**config.mk**
```make
export PLATFORM = sky130hd
export DESIGN_NAME = fetch_frontend
export DESIGN_NICKNAME = d
export VERILOG_FILES = /design/src/hw/isa_pkg.sv /design/src/hw/mem_pkg.sv /design/src/hw/branch_predecode.sv /design/src/hw/fetch_frontend.sv /design/src/hw/icache.sv /design/src/hw/ifu.sv
export VERILOG_INCLUDE_DIRS = /design/src /design/src/hw
export SDC_FILE = /design/constraint.sdc
export NUM_CORES = 2
export LEC_CHECK = 0
export BUFFER_PORTS_ARGS = -buffer_cell sky130_fd_sc_hd__clkbuf_2
export CORE_ASPECT_RATIO = 0.6
export CORE_MARGIN = 1.5
export CORE_UTILIZATION = 50
export CTS_CLUSTER_SIZE = 25
export DETAILED_ROUTE_END_ITERATION = 8
export PLACE_DENSITY = 0.73
export SLEW_MARGIN = 10
export SYNTH_ARGS = -nofsm -noshare
export SYNTH_HDL_FRONTEND = slang
export SYNTH_HIERARCHICAL = 1
export SYNTH_SLANG_ARGS = --single-unit
```
**constraint.sdc**
```tcl
create_clock -name clock -period 8.3 [get_ports clock]
set_input_delay 0.83 -clock clock [delete_from_list [all_inputs] [get_ports clock]]
set_output_delay 0.83 -clock clock [all_outputs]
set_load 0.01 [all_outputs]
```
**src/hw/fetch_cfg.svh**
```systemverilog
`ifndef FETCH_CFG_SVH
`define FETCH_CFG_SVH

// **************************************************
// fetch front end configuration
// **************************************************

// first fetch address after reset, one word
`define FETCH_RESET_PC 32'h8000_0000

// cache geometry, both must be powers of two
// line words must be at least two
`define ICACHE_LINES 16
`define ICACHE_LINE_WORDS 4

// word reads that may be in flight toward memory
`define MEM_CREDITS 2

`endif

```
**src/hw/isa_pkg.sv**
```systemverilog
package isa_pkg;

  // **************************************************
  // RV32I major opcodes seen by the predictor
  // **************************************************

  localparam logic [6:0] OPC_BRANCH = 7'b1100011;
  localparam logic [6:0] OPC_JAL    = 7'b1101111;

  // B-type layout, immediate bits scattered around rs1/rs2
  typedef struct packed {
    logic       imm12;
    logic [5:0] imm10_5;
    logic [4:0] rs2;
    logic [4:0] rs1;
    logic [2:0] funct3;
    logic [3:0] imm4_1;
    logic       imm11;
    logic [6:0] opcode;
  } b_fields_t;

  // J-type layout used by jal
  typedef struct packed {
    logic       imm20;
    logic [9:0] imm10_1;
    logic       imm11;
    logic [7:0] imm19_12;
    logic [4:0] rd;
    logic [6:0] opcode;
  } j_fields_t;

  // one fetched word, decoded as a branch or as a jump
  typedef union packed {
    logic [31:0] raw;
    b_fields_t   b_fields;
    j_fields_t   j_fields;
  } inst_word_u;

endpackage

```
**src/hw/mem_pkg.sv**
```systemverilog
`include "fetch_cfg.svh"

package mem_pkg;

  // address split of a fetch PC: tag, line index, word offset, byte
  localparam int WORD_OFF_W = $clog2(`ICACHE_LINE_WORDS);
  localparam int LINE_IDX_W = $clog2(`ICACHE_LINES);
  localparam int TAG_W      = 32 - LINE_IDX_W - WORD_OFF_W - 2;
  localparam int CREDIT_W   = $clog2(`MEM_CREDITS + 1);

  // byte address of a word, low two bits stay zero
  typedef logic [31:0] word_addr_t;

  typedef logic [LINE_IDX_W-1:0] line_index_t;
  typedef logic [TAG_W-1:0]      tag_t;
  typedef logic [WORD_OFF_W-1:0] word_off_t;

  // counts words of one line, so it reaches ICACHE_LINE_WORDS itself
  typedef logic [WORD_OFF_W:0] fill_cnt_t;

  // holds 0 .. MEM_CREDITS
  typedef logic [CREDIT_W-1:0] credit_t;

endpackage

```
**src/hw/branch_predecode.sv**
```systemverilog
module branch_predecode (
  input  mem_pkg::word_addr_t fetch_pc,
  input  logic [31:0]         inst,
  output mem_pkg::word_addr_t pred_pc
);

  isa_pkg::inst_word_u word;

  logic        is_branch;
  logic        is_jal;
  logic [31:0] imm_b;
  logic [31:0] imm_j;
  logic [31:0] pc_incr;

  assign word.raw = inst;

  assign is_branch = word.b_fields.opcode == isa_pkg::OPC_BRANCH;
  assign is_jal    = word.j_fields.opcode == isa_pkg::OPC_JAL;

  // sign-extended offsets, bit 0 is always zero
  assign imm_b = {{20{word.b_fields.imm12}}, word.b_fields.imm11, word.b_fields.imm10_5,
                  word.b_fields.imm4_1, 1'b0};
  assign imm_j = {{12{word.j_fields.imm20}}, word.j_fields.imm19_12, word.j_fields.imm11,
                  word.j_fields.imm10_1, 1'b0};

  // static rule: backward branches and jal are taken
  always_comb begin
    if (is_jal) begin
      pc_incr = imm_j;
    end else if (is_branch && word.b_fields.imm12) begin
      pc_incr = imm_b;
    end else begin
      pc_incr = 32'd4;
    end
  end

  assign pred_pc = fetch_pc + pc_incr;

endmodule

```
**src/hw/fetch_frontend.sv**
```systemverilog
module fetch_frontend (
  input  logic                clock,
  input  logic                reset,

  input  logic                fencei,
  input  logic                jump_flush,
  input  mem_pkg::word_addr_t jump_dnpc,
  input  logic                cs_flush,
  input  mem_pkg::word_addr_t cs_dnpc,

  output logic                mem_req_valid,
  output mem_pkg::word_addr_t mem_req_addr,
  input  logic                mem_credit,
  input  logic                mem_resp_valid,
  input  logic [31:0]         mem_resp_data,

  input  logic                out_ready,
  output logic                out_valid,
  output mem_pkg::word_addr_t out_pc,
  output logic [31:0]         out_inst
);

  mem_pkg::word_addr_t fetch_pc;
  mem_pkg::word_addr_t pred_pc;
  logic                hit;
  logic [31:0]         inst;

  icache u_icache (
    .clock          (clock),
    .reset          (reset),
    .fencei         (fencei),
    .fetch_pc       (fetch_pc),
    .hit            (hit),
    .inst           (inst),
    .mem_req_valid  (mem_req_valid),
    .mem_req_addr   (mem_req_addr),
    .mem_credit     (mem_credit),
    .mem_resp_valid (mem_resp_valid),
    .mem_resp_data  (mem_resp_data)
  );

  branch_predecode u_predecode (
    .fetch_pc (fetch_pc),
    .inst     (inst),
    .pred_pc  (pred_pc)
  );

  ifu u_ifu (
    .clock      (clock),
    .reset      (reset),
    .hit        (hit),
    .inst       (inst),
    .pred_pc    (pred_pc),
    .fetch_pc   (fetch_pc),
    .jump_flush (jump_flush),
    .jump_dnpc  (jump_dnpc),
    .cs_flush   (cs_flush),
    .cs_dnpc    (cs_dnpc),
    .out_ready  (out_ready),
    .out_valid  (out_valid),
    .out_pc     (out_pc),
    .out_inst   (out_inst)
  );

endmodule

```
**src/hw/icache.sv**
```systemverilog
`include "fetch_cfg.svh"

module icache (
  input  logic                clock,
  input  logic                reset,
  input  logic                fencei,
  input  mem_pkg::word_addr_t fetch_pc,
  output logic                hit,
  output logic [31:0]         inst,
  output logic                mem_req_valid,
  output mem_pkg::word_addr_t mem_req_addr,
  input  logic                mem_credit,
  input  logic                mem_resp_valid,
  input  logic [31:0]         mem_resp_data
);

  localparam int LINES      = `ICACHE_LINES;
  localparam int LINE_WORDS = `ICACHE_LINE_WORDS;

  // **************************************************
  // arrays and lookup
  // **************************************************

  logic [LINES-1:0] valid_q;
  mem_pkg::tag_t    tag_q  [LINES];
  logic [31:0]      data_q [LINES][LINE_WORDS];

  mem_pkg::tag_t        pc_tag;
  mem_pkg::line_index_t pc_idx;
  mem_pkg::word_off_t   pc_off;

  assign {pc_tag, pc_idx, pc_off} = fetch_pc[31:2];

  assign hit  = valid_q[pc_idx] && (tag_q[pc_idx] == pc_tag);
  assign inst = data_q[pc_idx][pc_off];

  // **************************************************
  // refill engine
  // **************************************************

  logic                 busy_q;
  logic                 fence_pend_q;
  mem_pkg::line_index_t fill_idx_q;
  mem_pkg::tag_t        fill_tag_q;
  mem_pkg::fill_cnt_t   issued_q;
  mem_pkg::fill_cnt_t   outst_q;
  mem_pkg::credit_t     credits_q;

  logic               start_fill;
  logic               resp_fire;
  logic               last_word;
  mem_pkg::fill_cnt_t fill_word;

  // fetch_pc does not move while it misses, so a refill always serves it
  assign start_fill = !busy_q && !hit;
  assign resp_fire  = busy_q && mem_resp_valid;

  assign mem_req_valid = busy_q && (issued_q != mem_pkg::fill_cnt_t'(LINE_WORDS)) &&
                         (credits_q != '0);
  assign mem_req_addr  = {fill_tag_q, fill_idx_q, issued_q[mem_pkg::WORD_OFF_W-1:0], 2'b00};

  // responses return in request order, so the word being written is
  // the oldest one still outstanding
  assign fill_word = issued_q - outst_q;
  assign last_word = fill_word == mem_pkg::fill_cnt_t'(LINE_WORDS - 1);

  always_ff @(posedge clock) begin
    if (reset) begin
      valid_q      <= '0;
      busy_q       <= 1'b0;
      fence_pend_q <= 1'b0;
      issued_q     <= '0;
      outst_q      <= '0;
      credits_q    <= mem_pkg::credit_t'(`MEM_CREDITS);
    end else begin
      credits_q <= credits_q - mem_pkg::credit_t'(mem_req_valid) +
                   mem_pkg::credit_t'(mem_credit);
      outst_q   <= outst_q + mem_pkg::fill_cnt_t'(mem_req_valid) -
                   mem_pkg::fill_cnt_t'(resp_fire);

      if (start_fill) begin
        busy_q          <= 1'b1;
        fence_pend_q    <= 1'b0;
        issued_q        <= '0;
        valid_q[pc_idx] <= 1'b0;
      end else if (busy_q) begin
        if (mem_req_valid) begin
          issued_q <= issued_q + mem_pkg::fill_cnt_t'(1);
        end
        if (fencei) begin
          fence_pend_q <= 1'b1;
        end
        if (resp_fire && last_word) begin
          busy_q <= 1'b0;
          // a fence.i seen during the refill leaves the line invalid
          if (!fence_pend_q) begin
            valid_q[fill_idx_q] <= 1'b1;
          end
        end
      end

      if (fencei) begin
        valid_q <= '0;
      end
    end
  end

  always_ff @(posedge clock) begin
    if (start_fill) begin
      fill_idx_q    <= pc_idx;
      fill_tag_q    <= pc_tag;
      tag_q[pc_idx] <= pc_tag;
    end
    if (resp_fire) begin
      data_q[fill_idx_q][fill_word[mem_pkg::WORD_OFF_W-1:0]] <= mem_resp_data;
    end
  end

endmodule

```
**src/hw/ifu.sv**
```systemverilog
`include "fetch_cfg.svh"

module ifu (
  input  logic                clock,
  input  logic                reset,
  input  logic                hit,
  input  logic [31:0]         inst,
  input  mem_pkg::word_addr_t pred_pc,
  output mem_pkg::word_addr_t fetch_pc,
  input  logic                jump_flush,
  input  mem_pkg::word_addr_t jump_dnpc,
  input  logic                cs_flush,
  input  mem_pkg::word_addr_t cs_dnpc,
  input  logic                out_ready,
  output logic                out_valid,
  output mem_pkg::word_addr_t out_pc,
  output logic [31:0]         out_inst
);

  logic                out_valid_q;
  logic                out_valid_d;
  mem_pkg::word_addr_t out_pc_d;
  logic [31:0]         out_inst_d;
  mem_pkg::word_addr_t fetch_pc_d;
  logic                pend_q;
  logic                pend_d;
  mem_pkg::word_addr_t pend_pc_q;
  mem_pkg::word_addr_t pend_pc_d;

  logic                flush;
  mem_pkg::word_addr_t flush_pc;

  // control-status redirects win over jumps
  assign flush    = jump_flush | cs_flush;
  assign flush_pc = cs_flush ? cs_dnpc : jump_dnpc;

  // **************************************************
  // next-state logic
  // **************************************************

  always_comb begin
    out_valid_d = out_valid_q;
    out_pc_d    = out_pc;
    out_inst_d  = out_inst;
    fetch_pc_d  = fetch_pc;
    pend_d      = pend_q;
    pend_pc_d   = pend_pc_q;

    if (flush) begin
      // the held instruction is on the wrong path
      out_valid_d = 1'b0;
      pend_d      = 1'b1;
      pend_pc_d   = flush_pc;
    end else if (pend_q) begin
      // hit means no refill is in progress for the old fetch_pc
      if (hit) begin
        pend_d     = 1'b0;
        fetch_pc_d = pend_pc_q;
      end
    end else if (!out_valid_q || out_ready) begin
      if (hit) begin
        out_valid_d = 1'b1;
        out_pc_d    = fetch_pc;
        out_inst_d  = inst;
        fetch_pc_d  = pred_pc;
      end else begin
        out_valid_d = 1'b0;
      end
    end
  end

  // **************************************************
  // registers
  // **************************************************

  always_ff @(posedge clock) begin
    if (reset) begin
      out_valid_q <= 1'b0;
      pend_q      <= 1'b0;
      fetch_pc    <= `FETCH_RESET_PC;
    end else begin
      out_valid_q <= out_valid_d;
      pend_q      <= pend_d;
      fetch_pc    <= fetch_pc_d;
    end
  end

  always_ff @(posedge clock) begin
    out_pc    <= out_pc_d;
    out_inst  <= out_inst_d;
    pend_pc_q <= pend_pc_d;
  end

  assign out_valid = out_valid_q & ~flush;

endmodule

```
# Yosys cells after proc, flatten, opt, wreduce, memory -nomap -nowiden
# Memories as Yosys holds them, arrays and structs flattened. A register that Yosys moved wholly into a read port is not among the register bits.
# Index checks and enable logic that the tools add are counted.
dict set report totals {
  register_bits 184
  latchBits 0
  ramBits 2432
  romBits 0
  inputBits 104
  output_inout_bits 98
  word_cells 111
  mem_count 2
}
# name words width rd rd_clocked_by_memory_dff write_ports line
set memory_table {}
lappend memory_table {u_icache.data_q 16 128 1 1 1 icache.sv:26} ;# logic [31:0] data_q [LINES][LINE_WORDS];
lappend memory_table {u_icache.tag_q 16 24 1 1 1 icache.sv:25} ;# mem_pkg::tag_t tag_q [LINES];
dict set report op_classes {
  add_sub_neg 7
  mul 0
  div 0
  magnitude_cmp 7
  n_eq_ne 8
  n_shift 0
  mux 37
  bitwise 9
  n_reduce_logical 27
}
# op count
set ops {}
lappend ops {{$mux 32} 10}
lappend ops {{$mux 128} 1}
lappend ops {{$bmux 32 s2} 1}
lappend ops {{$demux 32 s2} 1}
lappend ops {{$mux 16} 4}
lappend ops {{$add 32x32->32} 1}
lappend ops {{$eq 24x24->1} 1}
lappend ops {{$and 16x16->16} 1}
lappend ops {{$mux 4} 4}
lappend ops {{$not 16->16} 1}
lappend ops {{$or 16x16->16} 1}
lappend ops {{$eq 7x7->1 const B} 2}
lappend ops {{$mux 1} 13}
lappend ops {{$logic_and 1x1->1} 10}
lappend ops {{$lt 4x5->1 const B} 2}
lappend ops {{$demux 1 s4} 2}
lappend ops {{$ge 4x1->1 const B} 2}
lappend ops {{$reduce_and 4->1} 2}
lappend ops {{$reduce_bool 2->1} 4}
lappend ops {{$ge 3x3->1 const B} 2}
lappend ops {{$ne 2x2->1 const B} 3}
lappend ops {{$not 2->3} 2}
lappend ops {{$reduce_and 2->1} 3}
lappend ops {{$reduce_or 2->1} 3}
lappend ops {{16 further kinds} 19}

# Depth between registers and ports, before layout
dict set report logic_depth {
  word_depth 14
  mapped_depth 27
  ltp_nobuf 21
}

# Hierarchy
# Netlist, hierarchy kept.
# mod n_inst cells_each area_each_um2 seq_area_each_um2
set by_module_without_submodules {}
lappend by_module_without_submodules {icache 1 3839 95029.9 74391.3}
lappend by_module_without_submodules {ifu 1 297 5011.1 3563.4}
lappend by_module_without_submodules {branch_predecode 1 283 2009.4 0.0}

# Worst setup path after synthesis
# OpenSTA, ideal clock, no wires.
dict set report synth_timing {
  kind {register -> register}
  from {register u_ifu.fetch_pc[4]}
  to {register u_ifu.out_inst[0], enable pin}
  setup_time_ns 0.582
  arrival_time_ns 7.281
  t_required_ns 7.718
  slack_ns 0.437
  path_stages_with_launch 13
  path_buffers 3
  period_less_slack_ns 7.863
  cell_sequence {dfxtp_1 > buf_6 > buf_6 > buf_6 > mux4_2 > mux2i_1 > nor2_1 > a2111oi_2 > nor2_1 > nor4_2 > and4_1 > nand2b_1 > a211oi_1}
}
dict set report synth_between {
  elab_chain_cells 4
}
# element line
set synth_lines {}
lappend synth_lines {{start: declaration} ifu.sv:9} ;# output mem_pkg::word_addr_t fetch_pc,
lappend synth_lines {{start signal: assignment} ifu.sv:80} ;# fetch_pc <= `FETCH_RESET_PC;
lappend synth_lines {{start signal: assignment} ifu.sv:84} ;# fetch_pc <= fetch_pc_d;
lappend synth_lines {{$bmux 1 s4} icache.sv:34} ;# assign hit = valid_q[pc_idx] && (tag_q[pc_idx] == pc_tag);
lappend synth_lines {{$mux 1 (implied by the code)} icache.sv:34}
lappend synth_lines {{$logic_and 1x1->1} icache.sv:34}
lappend synth_lines {{via hit} fetch_frontend.sv:25} ;# logic hit;
lappend synth_lines {{$reduce_and 4->1 (no source line)} n/a}
lappend synth_lines {{end signal: assignment} ifu.sv:90} ;# out_inst <= out_inst_d;
lappend synth_lines {{end: declaration} ifu.sv:17} ;# output logic [31:0] out_inst
# The timed path passes the listed nets, and every way through them passes these cells. The select of a mux whose other input is x is not followed.
# A chain may end at the register's enable or synchronous reset.

# Worst setup path in the final report
dict set report layout_timing {
  from {register u_ifu.fetch_pc[4]}
  to {register u_ifu.fetch_pc[31]}
}
dict set report layout_between {
  word_cells_on_any_way 10
  cone_classes {add/sub (1); eq/ne (2); mux (5); reduce/logical (2)}
}
# element line
set layout_rtl {}
lappend layout_rtl {{$add 32x32->32} branch_predecode.sv:37} ;# assign pred_pc = fetch_pc + pc_incr;
lappend layout_rtl {{via pred_pc[31]} fetch_frontend.sv:24} ;# mem_pkg::word_addr_t pred_pc;
lappend layout_rtl {{$mux 32} ifu.sv:61} ;# if (hit) begin
lappend layout_rtl {{$mux 32} ifu.sv:60} ;# end else if (!out_valid_q || out_ready) begin
lappend layout_rtl {{$mux 32} ifu.sv:54} ;# end else if (pend_q) begin
# The timed path passes the listed nets, and every way through them passes these cells. The select of a mux whose other input is x is not followed.

==> metrics.yaml <==
placement:
  dp_hpwl_um: 151200
  dpl.cell_count: 7304
  io_buffer_count: 199
  placed_cell_area_um2: 107600
  pre_cts_ws_ns: 1.437
  gp_routability_congestion: 0.8844
cts:
  htree_levels: 4
  cts_buffer_depth: 4
  postCtsHoldBufs: 0
  cts-resized-gates: 0
  clock_sinks: 2616
  post_cts_buffers: 0
  worstSkewPairLatency_ns: 0.88
  cts.clk_slew.worst_paths_ns: 0.07
  numCtsBuffers: 220
  cts_tree: "yes"
  root_buffer: "clkbuf_16"
synth:
  synth_area_per_cell_um2: 23.09
  synth_edf_count: 2556
  yosysTopAreaCell: "edfxtp_1"
  ys_warn_count: 6
  synthTopCellsByArea: "edfxtp_1 75%, mux4_2 17%, dfxtp_1 1.2%"
  synth_seq_cells: 2616
  ys_seq_area_frac: 0.7639
  netlist_instances: 4419
  ys_types: 79
  async_flop_share: 0
  syn_area_um2: 102100
  synthFlopType: "edfxtp_1"
  synth_top_area_share: 0.7521
sta:
  whs_ns: 0.2924
  fmax_mhz: 143.4
  final-hold-violation-count: 0
  drv_slew: 0
  worstMarginPinSlew_ns: 1.268
  skew_ns: 0.05981
  fin_setup_tns_ns: 0
  rsz0062_at_grt: "false"
  finalSetupViolCount: 0
  period_minus_slack_ns: 6.974
  timing.final.ws_setup_ns: 1.326
  relSlewSlack: 0.1519
  fin_crit_sh: 0.8402
floorplan:
  num_io_pins: 202
  die-area_um2: 206900
  row_count: 128
  start_util: 0.5029
  core_area_um2: 202900
  fp.dieH_um: 352.9
  dieWidth_um: 586.2
routing:
  routedWlPerCell_um: 34.96
  wl_met3_um: 44940
  met2_length_um: 114100
  route.vias.total: 50430
  highest_layer: "met5"
  wl_um: 269500
  met1_length_um: 105300
  detail_route.vias_per_cell: 6.542
  drc: 0
  drt_iter0_markers: 9095
  first_pass_iters: 6
  ant_nets: 0
setup_path:
  crit_fanout: 39
  cp.arrival_ns: 7.69
  required_ns: 9.01
  startpoint_type: "flop"
  cp-end-kind: "flop"
  slowest_stage: "nand3_1"
  cp_cell_sequence: "buf_12 > mux4_2 > mux4_2 > mux4_2 > nor2_1 > nand3_1 > mux2i_1 > nor2b_1 > ha_1 > inv_1 > fa_1 > and2b_1 > o2111ai_2 > a21oi_1 > o32ai_2 > o41ai_4 > o21a_1 > xnor2_1 > nor2b_1 > a211oi_1 > mux2i_1"
  max_stage_delay_ns: 0.69
  critPathKind: "reg2reg"
  cpMostUsedCell: "mux4_2"
global_routing:
  grt_max_degree: 97
  gr-total-overflow: 0
  grt_antenna_before_repair: 46
  gr-usage-all-layers: 0.2602
  grt_pass1_vias: 49090
  grt_pass1_wl_um: 376800
hold_path:
  hold_path.class: "in2reg"
power_and_ir_drop:
  power_density_nw_per_um2: 221.8
  peakVddDrop_uv: 195.9
  p_int_mw: 20.19
  p_seq_frac: 0.577
  power_frac_clock: 0.396
  p_sw_mw: 5.183
  switching_share: 0.2043
  p_total_mw: 25.37
  pwr-share-comb: 0.027
  p_leak_nw: 33.89
job:
  max_cap_viol_count: 0
final_layout:
  syn2layout_area_growth_pct: 12.09
  most-common-layout-cells: "2556 x edfxtp_1, 755 x mux4_2, 221 x clkbuf_16, 197 x clkbuf_2, 169 x buf_4"
  fin_area_um2: 114400
  multi_input_area_um2: 23310
  regArea_um2: 77980
  fin_util: 0.5637
  nets: 4940
  num-fill-cells: 14370
  final_common_cell: "edfxtp_1"
  layout-drive-gt1-share: 0.3196
  instances_no_fill: 7708
run_status:
  status: "complete, no violations"
## path summary, 6_finish.rpt
check | start | cells after the start | slack (ns) | end
setup reg to reg | u_ifu/fetch_pc[4] | 21 | 1.33 | u_ifu/fetch_pc[31]
hold reg to reg | u_ifu/fetch_pc[0] | 0 | 0.47 | u_ifu/out_pc[0]
hold / removal | fencei | 3 | 0.29 | u_icache/fence_pend_q
setup / recovery | u_ifu/fetch_pc[4] | 21 | 1.33 | u_ifu/fetch_pc[31]
## power by group through the flow
stage	sequential, mW	combinational (mW)	clock [mW]
after floorplan	14.9	0.267	0
after CTS	14.6	0.664	10.1
after global placement	14.9	0.635	0
after detailed placement	14.9	0.660	0
after global routing	14.6	0.714	10.6
final	14.6	0.681	10.1
## routing by layer
metal / up-vias / track usage
met3: 389 / 0.09779
met4: 26 / 0.04856
met2: 3675 / 0.3561
met1: 26780 / 0.4027
li1: 19560 / -
met5: - / 0
## cell type report
| class | instances | share of cell area |
|---|---|---|
| multi-input combinational | 1539 | 0.2038 |
| antenna | 6 | 0.0001313 |
| timing repair buffer | 394 | 0.02435 |
| tap | 2730 | 0.02986 |
| inverter | 25 | 0.0008204 |
| sequential | 2616 | 0.6817 |
| clock inverter | 111 | 0.008466 |
| clock buffer | 287 | 0.05095 |
## critical path: cells and delay by family (launching register included)
kind | cells | cell delay (ns)
AOI/OAI and AO/OA | 6 | 1.49
xor gates and xnor gates | 1 | 0.07
adders and majority gates | 2 | 0.58
buffers and inverters | 2 | 0.41
DFF | 1 | 0.66
muxes | 5 | 2.12
and+or+nand+nor | 5 | 1.40
## cells by family (layout without fill, tap and decap cells)
| kind of cell | after synthesis | in the layout | synth area share |
|---|---|---|---|
| muxes | 889 | 889 | 0.1802 |
| xor gates and xnor gates | 67 | 67 | 0.005750 |
| buffers and inverters | 265 | 817 | 0.01276 |
| adders and majority gates | 40 | 40 | 0.005125 |
| DFF | 2616 | 2616 | 0.7639 |
| AOI/OAI and AO/OA | 259 | 259 | 0.01903 |
| and+or+nand+nor | 282 | 282 | 0.01325 |
| other | 1 | 8 | 0.00003675 |
## synthesized netlist by cell type (all sizes together) (18+ instances only)
cell type and number:
nand2 51, o21ai 22, a31oi 24, xnor2 38, a211oi 39, mux4 755
ha 37, nor2b 19, mux2i 102, and3 18, mux2 32, xor2 29
dfxtp 60, clkbuf 118, a21oi 93, nor2 118, inv 25, edfxtp 2556
buf 122
## sequential cells by signal (all words and copies together), names as in the netlist, 4 cells and up
register / count
u_ifu/out_pc: 32
u_ifu/pend_pc_q: 32
u_icache/valid_q: 16
u_icache/tag_q: 384
u_icache/data_q: 2048
u_ifu/out_inst: 32
u_icache/fill_tag_q: 24
u_icache/fill_idx_q: 4
u_ifu/fetch_pc: 32
Note: power is estimated with default switching activity, not from simulation.
